$ cat src/logic/gpu_pkg.sv
`default_nettype none

package gpu_pkg;

	localparam int SD_ADDR_W = 22;

	// Default framebuffer geometry and queue size for gpu_top
	localparam int FB_WIDTH_DEF   = 64;
	localparam int FB_HEIGHT_DEF  = 48;
	localparam int FIFO_DEPTH_DEF = 16;

	typedef enum logic [3:0] {
		VERTEX = 4'h0,
		BEGIN  = 4'h1,
		END    = 4'h2,
		CLEAR  = 4'h3
	} gpu_opcode_e;

	// Host command word
	// BEGIN and CLEAR carry their colour in the low byte of y
	typedef struct packed {
		gpu_opcode_e op;
		logic [11:0] x;
		logic [3:0]  pad;
		logic [11:0] y;
	} cmd_word_t;

	typedef struct packed {
		logic [11:0] x;
		logic [11:0] y;
	} point_t;

	typedef struct packed {
		point_t     p0;
		point_t     p1;
		logic [7:0] colour;
	} line_req_t;

	typedef struct packed {
		logic [SD_ADDR_W-1:0] addr;
		logic [31:0]          data;
	} pix_wr_t;

	typedef enum logic [2:0] {
		DEC_IDLE,
		DEC_FETCH,
		DEC_FIRST,
		DEC_DRAW,
		DEC_CLOSE,
		DEC_CLEAR_WAIT
	} dec_state_e;

	typedef enum logic [1:0] {
		RS_IDLE,
		RS_SETUP,
		RS_STEP
	} raster_state_e;

endpackage

`default_nettype wire

$ cat src/logic/clear_engine.sv
`default_nettype none

module clear_engine #(
	parameter int FB_WIDTH  = gpu_pkg::FB_WIDTH_DEF,
	parameter int FB_HEIGHT = gpu_pkg::FB_HEIGHT_DEF
) (
	input  wire              clk,
	input  wire              rst_n,
	input  wire              clr_start,
	input  wire [7:0]        clr_colour,
	output logic             clr_busy,
	output logic             req,
	output gpu_pkg::pix_wr_t wr,
	input  wire              wait_req
);

	localparam int AW       = gpu_pkg::SD_ADDR_W;
	localparam int LAST_PIX = FB_WIDTH * FB_HEIGHT - 1;

	logic [AW-1:0] addr;
	logic [7:0]    colour;
	logic          done_wr;

	assign req     = clr_busy;
	assign done_wr = clr_busy && !wait_req;
	assign wr.addr = addr;
	assign wr.data = {24'h0, colour};

	always_ff @(posedge clk or negedge rst_n)
	begin
		if (!rst_n)
		begin
			clr_busy <= 1'b0;
			addr     <= '0;
		end
		else if (clr_start && !clr_busy)
		begin
			clr_busy <= 1'b1;
			addr     <= '0;
		end
		else if (done_wr)
		begin
			// Sweep ends after the last pixel is written
			if (addr == AW'(LAST_PIX))
				clr_busy <= 1'b0;
			else
				addr <= addr + 1'b1;
		end
	end

	always_ff @(posedge clk)
	begin
		if (clr_start && !clr_busy)
			colour <= clr_colour;
	end

	a_start_idle: assert property (@(posedge clk) disable iff (!rst_n) clr_start |-> !clr_busy)
		else $error("clear started while a clear is running");

endmodule

`default_nettype wire

$ cat src/logic/cmd_decoder.sv
`default_nettype none

module cmd_decoder (
	input  wire                     clk,
	input  wire                     rst_n,
	input  wire gpu_pkg::cmd_word_t cmd,
	input  wire                     empty,
	output logic                    pop,
	output logic                    line_valid,
	output gpu_pkg::line_req_t      line_req,
	input  wire                     line_ready,
	output logic                    clr_start,
	output logic [7:0]              clr_colour,
	input  wire                     clr_busy,
	output logic                    idle
);

	gpu_pkg::dec_state_e state;
	gpu_pkg::point_t     first_pt;
	gpu_pkg::point_t     prev_pt;
	gpu_pkg::point_t     cmd_pt;
	logic [7:0]          colour;
	logic                fetching;
	logic                cmd_ok;

	assign cmd_pt = {cmd.x, cmd.y};

	// States that may take a new word
	assign fetching = (state == gpu_pkg::DEC_IDLE) || (state == gpu_pkg::DEC_FIRST) ||
		(state == gpu_pkg::DEC_FETCH);

	// Keep ordering with work already handed to the peers
	always_comb
	begin
		case (cmd.op)
			gpu_pkg::BEGIN:  cmd_ok = line_ready && !clr_busy;
			gpu_pkg::VERTEX: cmd_ok = !clr_busy;
			gpu_pkg::END:    cmd_ok = !clr_busy;
			default:         cmd_ok = 1'b1;
		endcase
	end

	assign pop        = fetching && !empty && cmd_ok;
	assign line_valid = (state == gpu_pkg::DEC_DRAW) || (state == gpu_pkg::DEC_CLOSE);
	assign clr_start  = (state == gpu_pkg::DEC_CLEAR_WAIT) && line_ready && !clr_busy;
	assign idle       = fetching;

	always_ff @(posedge clk or negedge rst_n)
	begin
		if (!rst_n)
			state <= gpu_pkg::DEC_IDLE;
		else if (pop)
		begin
			case (cmd.op)
				gpu_pkg::BEGIN:
					state <= gpu_pkg::DEC_FIRST;
				gpu_pkg::VERTEX:
				begin
					// A vertex outside a polyline is dropped
					if (state == gpu_pkg::DEC_FIRST)
						state <= gpu_pkg::DEC_FETCH;
					else if (state == gpu_pkg::DEC_FETCH)
						state <= gpu_pkg::DEC_DRAW;
				end
				gpu_pkg::END:
				begin
					if (state == gpu_pkg::DEC_FETCH)
						state <= gpu_pkg::DEC_CLOSE;
					else
						state <= gpu_pkg::DEC_IDLE;
				end
				gpu_pkg::CLEAR:
					state <= gpu_pkg::DEC_CLEAR_WAIT;
				default:
					state <= state;
			endcase
		end
		else if (state == gpu_pkg::DEC_DRAW && line_ready)
			state <= gpu_pkg::DEC_FETCH;
		else if (state == gpu_pkg::DEC_CLOSE && line_ready)
			state <= gpu_pkg::DEC_IDLE;
		else if (clr_start)
			state <= gpu_pkg::DEC_IDLE;
	end

	always_ff @(posedge clk)
	begin
		if (pop)
		begin
			case (cmd.op)
				gpu_pkg::BEGIN:
					colour <= cmd.y[7:0];
				gpu_pkg::CLEAR:
					clr_colour <= cmd.y[7:0];
				gpu_pkg::VERTEX:
				begin
					if (state == gpu_pkg::DEC_FIRST)
						first_pt <= cmd_pt;
					line_req <= {prev_pt, cmd_pt, colour};
					prev_pt  <= cmd_pt;
				end
				gpu_pkg::END:
					line_req <= {prev_pt, first_pt, colour};
				default:
					;
			endcase
		end
	end

	// Clear engine must report busy right after a start
	a_clr_taken: assert property (@(posedge clk) disable iff (!rst_n) clr_start |=> clr_busy)
		else $error("clear start not taken by clear engine");

endmodule

`default_nettype wire

$ cat src/logic/cmd_fifo.sv
`default_nettype none

module cmd_fifo #(
	parameter int FIFO_DEPTH = gpu_pkg::FIFO_DEPTH_DEF
) (
	input  wire                     clk,
	input  wire                     rst_n,
	input  wire                     wr_en,
	input  wire gpu_pkg::cmd_word_t wr_data,
	input  wire                     pop,
	output gpu_pkg::cmd_word_t      rd_data,
	output logic                    empty,
	output logic                    full
);

	localparam int PW = $clog2(FIFO_DEPTH);
	localparam int CW = $clog2(FIFO_DEPTH + 1);

	gpu_pkg::cmd_word_t mem [FIFO_DEPTH];
	logic [PW-1:0]      wr_ptr;
	logic [PW-1:0]      rd_ptr;
	logic [CW-1:0]      count;
	logic               push;
	logic               take;

	function automatic logic [PW-1:0] next_ptr(input logic [PW-1:0] p);
		return (p == PW'(FIFO_DEPTH - 1)) ? '0 : p + 1'b1;
	endfunction

	assign push    = wr_en && !full;
	assign take    = pop && !empty;
	assign empty   = (count == '0);
	assign full    = (count == CW'(FIFO_DEPTH));
	// Show-ahead read
	assign rd_data = mem[rd_ptr];

	always_ff @(posedge clk)
	begin
		if (push)
			mem[wr_ptr] <= wr_data;
	end

	always_ff @(posedge clk or negedge rst_n)
	begin
		if (!rst_n)
		begin
			wr_ptr <= '0;
			rd_ptr <= '0;
			count  <= '0;
		end
		else
		begin
			if (push)
				wr_ptr <= next_ptr(wr_ptr);
			if (take)
				rd_ptr <= next_ptr(rd_ptr);
			if (push && !take)
				count <= count + 1'b1;
			else if (take && !push)
				count <= count - 1'b1;
		end
	end

	// Host must respect full and the decoder must respect empty
	a_no_push_full: assert property (@(posedge clk) disable iff (!rst_n) wr_en |-> !full)
		else $error("command word written while FIFO full");
	a_no_pop_empty: assert property (@(posedge clk) disable iff (!rst_n) pop |-> !empty)
		else $error("pop from empty command FIFO");

endmodule

`default_nettype wire

$ cat src/logic/gpu_top.sv
`default_nettype none

module gpu_top #(
	parameter int FB_WIDTH   = gpu_pkg::FB_WIDTH_DEF,
	parameter int FB_HEIGHT  = gpu_pkg::FB_HEIGHT_DEF,
	parameter int FIFO_DEPTH = gpu_pkg::FIFO_DEPTH_DEF
) (
	input  wire                          clk,
	input  wire                          rst_n,
	input  wire gpu_pkg::cmd_word_t      fifo_write_data,
	input  wire                          fifo_write,
	output logic                         fifo_full,
	input  wire                          sd_waitrequest,
	output logic                         sd_write,
	output logic [31:0]                  sd_wdata,
	output logic [gpu_pkg::SD_ADDR_W-1:0] sd_address,
	output logic                         busy
);

	gpu_pkg::cmd_word_t     cmd;
	gpu_pkg::line_req_t     line_req;
	gpu_pkg::pix_wr_t [1:0] pix_wr;
	logic [1:0]             pix_req;
	logic [1:0]             pix_wait;
	logic [7:0]             clr_colour;
	logic                   fifo_empty;
	logic                   pop;
	logic                   line_valid;
	logic                   line_ready;
	logic                   clr_start;
	logic                   clr_busy;
	logic                   dec_idle;

	cmd_fifo #(.FIFO_DEPTH(FIFO_DEPTH)) u_fifo (
		.clk     (clk),
		.rst_n   (rst_n),
		.wr_en   (fifo_write),
		.wr_data (fifo_write_data),
		.pop     (pop),
		.rd_data (cmd),
		.empty   (fifo_empty),
		.full    (fifo_full)
	);

	cmd_decoder u_dec (
		.clk        (clk),
		.rst_n      (rst_n),
		.cmd        (cmd),
		.empty      (fifo_empty),
		.pop        (pop),
		.line_valid (line_valid),
		.line_req   (line_req),
		.line_ready (line_ready),
		.clr_start  (clr_start),
		.clr_colour (clr_colour),
		.clr_busy   (clr_busy),
		.idle       (dec_idle)
	);

	// Port 0 is the rasterizer and port 1 the clear engine
	line_raster #(.FB_WIDTH(FB_WIDTH), .FB_HEIGHT(FB_HEIGHT)) u_raster (
		.clk        (clk),
		.rst_n      (rst_n),
		.line_valid (line_valid),
		.line_req   (line_req),
		.line_ready (line_ready),
		.req        (pix_req[0]),
		.wr         (pix_wr[0]),
		.wait_req   (pix_wait[0])
	);

	clear_engine #(.FB_WIDTH(FB_WIDTH), .FB_HEIGHT(FB_HEIGHT)) u_clear (
		.clk        (clk),
		.rst_n      (rst_n),
		.clr_start  (clr_start),
		.clr_colour (clr_colour),
		.clr_busy   (clr_busy),
		.req        (pix_req[1]),
		.wr         (pix_wr[1]),
		.wait_req   (pix_wait[1])
	);

	sdram_arbiter u_arb (
		.clk            (clk),
		.rst_n          (rst_n),
		.req            (pix_req),
		.wr             (pix_wr),
		.wait_req       (pix_wait),
		.sd_write       (sd_write),
		.sd_address     (sd_address),
		.sd_wdata       (sd_wdata),
		.sd_waitrequest (sd_waitrequest)
	);

	// Work queued or in flight anywhere
	assign busy = !fifo_empty || !dec_idle || !line_ready || clr_busy;

endmodule

`default_nettype wire

$ cat src/logic/line_raster.sv
`default_nettype none

module line_raster #(
	parameter int FB_WIDTH  = gpu_pkg::FB_WIDTH_DEF,
	parameter int FB_HEIGHT = gpu_pkg::FB_HEIGHT_DEF
) (
	input  wire                     clk,
	input  wire                     rst_n,
	input  wire                     line_valid,
	input  wire gpu_pkg::line_req_t line_req,
	output logic                    line_ready,
	output logic                    req,
	output gpu_pkg::pix_wr_t        wr,
	input  wire                     wait_req
);

	localparam int AW = gpu_pkg::SD_ADDR_W;

	gpu_pkg::raster_state_e state;
	gpu_pkg::line_req_t     job;
	logic [11:0]            cur_x;
	logic [11:0]            cur_y;
	logic                   sx_neg;
	logic                   sy_neg;
	logic signed [12:0]     ddx;
	logic signed [12:0]     ddy;
	logic signed [13:0]     adx;
	logic signed [13:0]     ady;
	logic signed [13:0]     dx;
	logic signed [13:0]     dy;
	logic signed [14:0]     err;
	logic signed [14:0]     err_nxt;
	logic signed [15:0]     e2;
	logic                   done_wr;
	logic                   at_end;

	assign line_ready = (state == gpu_pkg::RS_IDLE);
	assign req        = (state == gpu_pkg::RS_STEP);
	assign done_wr    = req && !wait_req;
	assign at_end     = (cur_x == job.p1.x) && (cur_y == job.p1.y);

	assign wr.addr = AW'(cur_y * FB_WIDTH + cur_x);
	assign wr.data = {24'h0, job.colour};

	// Absolute distances for setup
	assign ddx = $signed({1'b0, job.p1.x}) - $signed({1'b0, job.p0.x});
	assign ddy = $signed({1'b0, job.p1.y}) - $signed({1'b0, job.p0.y});
	assign adx = (ddx < 0) ? -ddx : ddx;
	assign ady = (ddy < 0) ? -ddy : ddy;

	// dy is kept negative so one error term covers every octant
	assign e2 = {err, 1'b0};

	always_comb
	begin
		err_nxt = err;
		if (e2 >= dy)
			err_nxt = err_nxt + dy;
		if (e2 <= dx)
			err_nxt = err_nxt + dx;
	end

	always_ff @(posedge clk or negedge rst_n)
	begin
		if (!rst_n)
			state <= gpu_pkg::RS_IDLE;
		else
		begin
			case (state)
				gpu_pkg::RS_IDLE:
					if (line_valid)
						state <= gpu_pkg::RS_SETUP;
				gpu_pkg::RS_SETUP:
					state <= gpu_pkg::RS_STEP;
				gpu_pkg::RS_STEP:
					if (done_wr && at_end)
						state <= gpu_pkg::RS_IDLE;
				default:
					state <= gpu_pkg::RS_IDLE;
			endcase
		end
	end

	always_ff @(posedge clk)
	begin
		if (line_valid && line_ready)
			job <= line_req;
		if (state == gpu_pkg::RS_SETUP)
		begin
			cur_x  <= job.p0.x;
			cur_y  <= job.p0.y;
			sx_neg <= (ddx < 0);
			sy_neg <= (ddy < 0);
			dx     <= adx;
			dy     <= -ady;
			err    <= adx - ady;
		end
		else if (done_wr && !at_end)
		begin
			err <= err_nxt;
			if (e2 >= dy)
				cur_x <= sx_neg ? cur_x - 12'd1 : cur_x + 12'd1;
			if (e2 <= dx)
				cur_y <= sy_neg ? cur_y - 12'd1 : cur_y + 12'd1;
		end
	end

	// Vertices from the host must stay inside the framebuffer
	a_addr_range: assert property (@(posedge clk) disable iff (!rst_n)
		req |-> (int'(wr.addr) < FB_WIDTH * FB_HEIGHT))
		else $error("line pixel address outside framebuffer");

endmodule

`default_nettype wire

$ cat src/logic/sdram_arbiter.sv
`default_nettype none

module sdram_arbiter (
	input  wire                         clk,
	input  wire                         rst_n,
	input  wire [1:0]                   req,
	input  wire gpu_pkg::pix_wr_t [1:0] wr,
	output logic [1:0]                  wait_req,
	output logic                        sd_write,
	output logic [gpu_pkg::SD_ADDR_W-1:0] sd_address,
	output logic [31:0]                 sd_wdata,
	input  wire                         sd_waitrequest
);

	logic [1:0] grant_q;
	logic [1:0] grant_n;
	logic       last_q;

	// Holder keeps the port until its request drops
	always_comb
	begin
		if (|(grant_q & req))
			grant_n = grant_q;
		else if (req == 2'b11)
			grant_n = last_q ? 2'b01 : 2'b10;
		else
			grant_n = req;
	end

	always_ff @(posedge clk or negedge rst_n)
	begin
		if (!rst_n)
		begin
			grant_q <= 2'b00;
			last_q  <= 1'b0;
		end
		else
		begin
			grant_q <= grant_n;
			if (sd_write && !sd_waitrequest)
				last_q <= grant_q[1];
		end
	end

	assign sd_write   = |(grant_q & req);
	assign sd_address = grant_q[1] ? wr[1].addr : wr[0].addr;
	assign sd_wdata   = grant_q[1] ? wr[1].data : wr[0].data;
	assign wait_req   = ~grant_q | {2{sd_waitrequest}};

	a_grant_onehot: assert property (@(posedge clk) disable iff (!rst_n) $onehot0(grant_q))
		else $error("more than one SDRAM grant");
	a_grant_stall: assert property (@(posedge clk) disable iff (!rst_n)
		(sd_write && sd_waitrequest) |=> $stable(grant_q))
		else $error("grant moved during a stalled write");

endmodule

`default_nettype wire

$ cat config.mk
export PLATFORM = sky130hd
export DESIGN_NAME = gpu_top
export DESIGN_NICKNAME = d
export VERILOG_FILES = /design/src/logic/gpu_pkg.sv /design/src/logic/clear_engine.sv /design/src/logic/cmd_decoder.sv /design/src/logic/cmd_fifo.sv /design/src/logic/gpu_top.sv /design/src/logic/line_raster.sv /design/src/logic/sdram_arbiter.sv
export SDC_FILE = /design/constraint.sdc
export NUM_CORES = 1
export LEC_CHECK = 0
export BUFFER_PORTS_ARGS = -buffer_cell sky130_fd_sc_hd__buf_2
export CORE_MARGIN = 3
export CORE_UTILIZATION = 59
export CTS_BUF_LIST = sky130_fd_sc_hd__clkbuf_8
export DETAILED_ROUTE_END_ITERATION = 16
export PLACE_DENSITY_LB_ADDON = 0.12
export SYNTH_ARGS = -nofsm -noshare
export SYNTH_HDL_FRONTEND = slang
export SYNTH_SLANG_ARGS = --single-unit
$ cat constraint.sdc
create_clock -name clk -period 4.85 [get_ports clk]
set_input_delay 0.2425 -clock clk [delete_from_list [all_inputs] [get_ports clk]]
set_output_delay 0.2425 -clock clk [all_outputs]
set_load 0.05 [all_outputs]
Yosys cells after proc, flatten, opt, wreduce, memory -nomap -nowiden
Memory sizes are Yosys's and may differ from the RTL's.
Cells that the tools add are included.
- register bits: 297
- memory bits (writable): 512
- bits of input ports: 36
- output and inout port bits: 57
- word-level logic and storage cells: 185
- memories kept: 1
- add/sub/neg operators: 18
- magnitude comparators: 4
- equal/unequal tests: 22
- mux-type cells: 43
- bitwise logic cells: 3
- reduce and logical (&&, ||, !) cells: 61
- memory list (memory ; depth ; width ; rd ports ; clocked after Yosys merged registers in ; wr ports ; RTL line ; text):
    u_fifo.mem ; 16 ; 32 ; 1 ; 0 ; 1 ; cmd_fifo.sv:19 ; gpu_pkg::cmd_word_t mem [FIFO_DEPTH];
- operator list (kind ; number):
    $pmux 56 s2 ; 1
    $mux 12 ; 8
    $mux 22 ; 4
    $mux 15 ; 4
    $add 15x14->15 ; 2
    $mux 14 ; 2
    $neg 13->14 ; 2
    $lt 13x1->1 const B ; 2
    $sub 12x12->13 ; 2
    $add 12x1->12 const B ; 2
    $eq 12x12->1 ; 2
    $sub 12x1->12 const B ; 2
    $add 22x1->22 const B ; 1
    $eq 22x12->1 const B ; 1
    $mux 3 ; 7
    $add 18x12->19 ; 1
    $logic_and 1x1->1 ; 19
    $reduce_and 2->1 ; 9
    $ge 16x14->1 ; 1
    $le 16x14->1 ; 1
    $sub 14x14->15 ; 1
    $neg 14->14 ; 1
    $reduce_bool 2->1 ; 7
    $pmux 3 s4 ; 1
    35 further kinds ; 68

Depth between registers and ports, before layout
- depth after elaboration: 9
- depth in mapped cells: 24
- gate-level depth less buffers: 23

By module
From an unflattened synthesis, not the netlist that was laid out.
- cell total of the unflattened synthesis: 2467
- area total of the unflattened synthesis: 37847.5 um^2
- by module, submodules not included (module ; times used ; cells each ; area an instance (um^2) ; seq. area each (um^2)):
    cmd_fifo ; 1 ; 890 ; 20106.8 ; 15700.1
    line_raster ; 1 ; 1141 ; 10919.2 ; 3803.6
    cmd_decoder ; 1 ; 197 ; 4272.8 ; 3678.5
    clear_engine ; 1 ; 160 ; 1672.9 ; 815.8
    sdram_arbiter ; 1 ; 78 ; 867.1 ; 75.1
    gpu_top ; 1 ; 1 ; 8.8 ; 0.0

Worst setup path after synthesis
No wires, ideal clock.
- kind: register to register
- start: reg u_fifo.rd_ptr[0]
- end: reg, netlist name u_dec.line_req[0]
- setup time: 0.470 ns
- arrival time: 4.622 ns
- data required time: 4.380 ns
- slack: -0.242 ns
- stages on the path, launching flop included: 11
- buffers on the path: 2
- period minus slack after synthesis: 5.092 ns
- path through: dfrtp_1 -> buf_2 -> mux4_2 -> mux2_2 -> nand2_1 -> o21ai_1 -> a21oi_1 -> a21oi_1 -> or3b_1 -> clkbuf_1 -> nor2_1
- longest elaborated chain between the ends: 6
- elaborated cells on any way between the ends: 9
- classes of those cells: eq/ne: 2; mux: 1; reduce/logical: 5; memory: 1
- ends and longest elaborated chain (item ; RTL line ; text):
    start, declared ; cmd_fifo.sv:21 ; logic [PW-1:0] rd_ptr;
    start signal, assigned ; cmd_fifo.sv:56 ; rd_ptr <= next_ptr(rd_ptr);
    $mem_v2 16x32 (*) ; n/a ;
    $eq 4x2->1 / $logic_not 4->1 (equally long branches) ; cmd_decoder.sv:35, cmd_decoder.sv:90 ;
    $reduce_or 2->1 (no source line) ; n/a ;
    $pmux 1 s2 ; cmd_decoder.sv:35 ; case (cmd.op)
    $logic_and 1x1->1 ; cmd_decoder.sv:43 ; assign pop = fetching && !empty && cmd_ok;
    $reduce_and 2->1 (no source line) (*) ; n/a ;
Mark *: on every way between the ends. The rest lies on a longest branch, timed or not.
A chain may end at the register's enable or synchronous reset.

Worst setup path in the final report
- start: reg u_raster.job[20] (netlist bit)
- end: reg u_raster.err[13], data pin
- longest elaborated chain between the ends: 5
- elaborated cells on any way between the ends: 6
- classes of those cells: add/sub: 3; order compare: 1; mux: 2
- ends and longest elaborated chain (item ; RTL line ; text):
    start, declared ; line_raster.sv:20 ; gpu_pkg::line_req_t job;
    start signal, assigned ; line_raster.sv:87 ; job <= line_req;
    $sub 12x12->13 (*) ; line_raster.sv:46 ; assign ddx = $signed({1'b0, job.p1.x}) - $signed({1'b0, job.p0.x});
    $neg 13->14 / $lt 13x1->1 (equally long branches) ; line_raster.sv:48 ; assign adx = (ddx < 0) ? -ddx : ddx;
    $mux 14 (*) ; line_raster.sv:48 ;
    via u_raster.adx[2] ; line_raster.sv:27 ; logic signed [13:0] adx;
    $sub 14x14->15 (*) ; line_raster.sv:96 ; err <= adx - ady;
    $mux 15 (*) ; line_raster.sv:88 ; if (state == gpu_pkg::RS_SETUP)
    end signal, assigned ; line_raster.sv:96 ;
    end signal, assigned ; line_raster.sv:100 ; err <= err_nxt;
    end, declared ; line_raster.sv:31 ; logic signed [14:0] err;
Mark *: on every way through the listed nets, which the timed path passes. The rest lies on a longest branch.

==> flow_metrics.env <==
export IMPL_route_vias_total=19528
export IMPL_post_synth_top_area_cell="edfxtp_1"
export IMPL_drv_cap=0
export IMPL_grt_pass1_wl_um=113000
export IMPL_drive_gt1_share_pct=22.3
export IMPL_arrival_ns=5.17
export IMPL_pin_count=93
export IMPL_grt_total_usage_pct=24.4
export IMPL_crit_path_end_kind="flip-flop"
export IMPL_drt_wirelength_per_cell_um=21.5
export IMPL_hold_viol=0
export IMPL_slowest_stage="fa_2"
export IMPL_multi_input_area_um2=11500
export IMPL_die_area_um2=60800
export IMPL_crit_chain="inv_1 -> ha_1 -> fa_2 -> nand2b_4 -> a21oi_4 -> o41a_1 -> a41oi_2 -> a21oi_2 -> buf_4 -> nor2_1 -> xnor2_2 -> ha_1 -> buf_4 -> buf_4 -> o21ai_0 -> nand2b_1 -> a21o_1 -> a21o_1 -> a31oi_2 -> o21a_1 -> maj3_2 -> o311a_1 -> a2bb2oi_1 -> and3_1"
export IMPL_synth_cells=2238
export IMPL_worstMarginPinSlew_ns=1.15
export IMPL_fp_dieW_um=247
export IMPL_irDropWorstVdd_mv=0.408
export IMPL_die_height_um=247
export IMPL_cp_common_cell="buf_4"
export IMPL_post_route_util_pct=68.1
export IMPL_finalPower_mw=21.5
export IMPL_htreeDepth=3
export IMPL_grt_pass1_vias=19933
export IMPL_setup_viol=0
export IMPL_min_path_type="input port to async pin"
export IMPL_ant_nets=0
export IMPL_maxSlewHeadroom_pct=23.0
export IMPL_via_per_inst=5.84
export IMPL_dp_cells=3107
export IMPL_synth_main_ff_cell="edfxtp_1"
export IMPL_grt_max_degree=71
export IMPL_powerDensity_nw_per_um2=556
export IMPL_maxSlewViolCount=0
export IMPL_cts_tree="yes"
export IMPL_clock_latency_ns=0.73
export IMPL_final_setup_tns_ns=0
export IMPL_drc_errors=0
export IMPL_wl_um=72000
export IMPL_hold_slack_ns=0.268
export IMPL_crit_buf_inv=4
export IMPL_worstSetupPathType="flip-flop to flip-flop"
export IMPL_numPortBuffers=64
export IMPL_clkSlewWorstSetupHoldPaths_ns=0.06
export IMPL_cts_made_buffers=114
export IMPL_num_rows=87
export IMPL_synth_seq_area_share_pct=64.8
export IMPL_clock_skew_final_ns=0.0292
export IMPL_synth_edf_count=701
export IMPL_start_util_pct=60.1
export IMPL_cts_buffer_depth=3
export IMPL_fin_cells=3344
export IMPL_synth_top_cell_area_share_pct=61.6
export IMPL_async_flop_share_pct=5.91
export IMPL_gr_total_overflow=0
export IMPL_firstDrtPassIters=7
export IMPL_ff_latch_area_um2=22200
export IMPL_gp_congestion=0.899
export IMPL_critPathMaxFanout=3
export IMPL_synth_cell_types=88
export IMPL_synthToLayoutAreaGrowth_pct=13.2
export IMPL_start_kind="flip-flop"
export IMPL_cts_root_buf="clkbuf_8"
export IMPL_min_period_ns=4.70
export IMPL_coreArea_um2=56800
export IMPL_synth_area_um2=34200
export IMPL_fmax_ghz=0.213
export IMPL_synth_common_cells="edfxtp_1, nor2_1, ha_1"
export IMPL_worst_ep_required_time_ns=5.32
export IMPL_post_route_period_util_pct=97.0
export IMPL_fillers=3886
export IMPL_slowest_delay_ns=0.35
export IMPL_crit_family="compound AO/OA/AOI/OAI gates"
export IMPL_leakage_nw=14.0
export IMPL_rsz0062_at_grt="yes"
export IMPL_synthTopCellsByArea="edfxtp_1, mux4_2, ha_1, dfrtp_1, xnor2_1"
export IMPL_status="finished, final reports clean"
export IMPL_synth_seq_cells=745
export IMPL_synth_avg_cell_area_um2=15.3
export IMPL_yosysMostFrequentCell="edfxtp_1"
export IMPL_antenna_found_initial=3
export IMPL_hpwlAfterDp_um=48100
export IMPL_synth_warnings=0
export IMPL_nets=2685
export IMPL_cts_sinks=745
export IMPL_first_iter_violations=1484
-- layer usage --
metal | global-route usage, % | up-vias | routed length [um]
met5 | 0 | - | 27
met4 | 7.86 | 4 | 1920
met3 | 4.44 | 138 | 3650
met2 | 42.4 | 536 | 37100
met1 | 31.4 | 9781 | 29300
li1 | - | 9069 | -
-- state kept, by name, indices dropped and copies added, names as in the netlist, 12 cells and up --
register and flops:
u_fifo.mem 448, u_dec.line_req 56, u_raster.job 48, u_dec.first_pt 24, u_dec.prev_pt 24, u_clear.addr 22
u_raster.err 15, u_raster.dx 14, u_raster.dy 14, u_raster.cur_x 12, u_raster.cur_y 12
-- path summary, 6_finish.rpt --
| check | start | endpoint | slack, ns | cells after the start |
|---|---|---|---|---|
| setup / recovery | u_raster.job[20]$_DFFE_PP_ | u_raster.err[13]$_DFFE_PP_ | 0.15 | 24 |
| hold / removal | rst_n | u_fifo.rd_ptr[0]$_DFFE_PN0P_ | 0.27 | 2 |
| setup reg to reg | u_raster.job[20]$_DFFE_PP_ | u_raster.err[13]$_DFFE_PP_ | 0.15 | 24 |
| hold reg to reg | u_dec.line_req[54]$_DFFE_PP_ | u_raster.job[54]$_DFFE_PP_ | 0.42 | 0 |
| max in group asynchronous | rst_n | u_fifo.rd_ptr[1]$_DFFE_PN0P_ | 3.80 | 2 |
| min in group clk | u_dec.line_req[54]$_DFFE_PP_ | u_raster.job[54]$_DFFE_PP_ | 0.42 | 0 |
-- timing repair --
item	in CTS	in global routing
endpoints found under the setup margin	4	6
resized for setup	10	33
hold buffers	31	0
pin swaps	5	22
setup buffers	0	10
hold endpoints to repair	497	0
-- area by class of cell --
type                            instances  area share, %
Sequential cell                       745           57.3
Multi-Input combinational cell       1311           29.9
Clock buffer                          118           4.20
Timing Repair Buffer                  221           4.09
Tap cell                              756           2.45
Inverter                              115           1.12
Clock inverter                         77          0.984
Antenna cell                            1        0.00647
-- through the flow --
stage	setup slack [ns]	cell area (um2)
floorplan	0.00638	34300
global placement	-0.150	36100
detailed placement	-0.240	36100
CTS	0.00747	38500
global route	-0.116	38700
finish	0.145	38700
-- layout by cell type, fill, tap and decap left out, types with 79 or more instances in the layout --
master / count
a21oi_1: 93
buf_4: 125
clkbuf_8: 118
edfxtp_1: 701
ha_1: 130
inv_1: 150
mux4_2: 129
nand2_1: 111
nor2_1: 138
o21ai_0: 79
xnor2_1: 90
-- power breakdown --
group | internal (mW) | switching, mW
Sequential | 8.45 | 0.633
Clock | 2.26 | 2.34
Combinational | 3.43 | 4.37
-- cell families (layout without fill, tap and decap cells) --
| group | count (synthesis) | in the layout | synth area share [%] |
|---|---|---|---|
| buffers and inverters | 207 | 531 | 2.61 |
| AND/OR/NAND/NOR | 465 | 465 | 6.51 |
| AO/OA/AOI/OAI | 332 | 332 | 6.20 |
| adder cells (fa/ha/maj) | 142 | 142 | 5.39 |
| XOR/XNOR | 158 | 158 | 4.07 |
| multiplexers | 187 | 187 | 10.4 |
| flip-flops | 745 | 745 | 64.8 |
| other | 2 | 28 | 0.0220 |
Power figures use the tool's default switching activity.
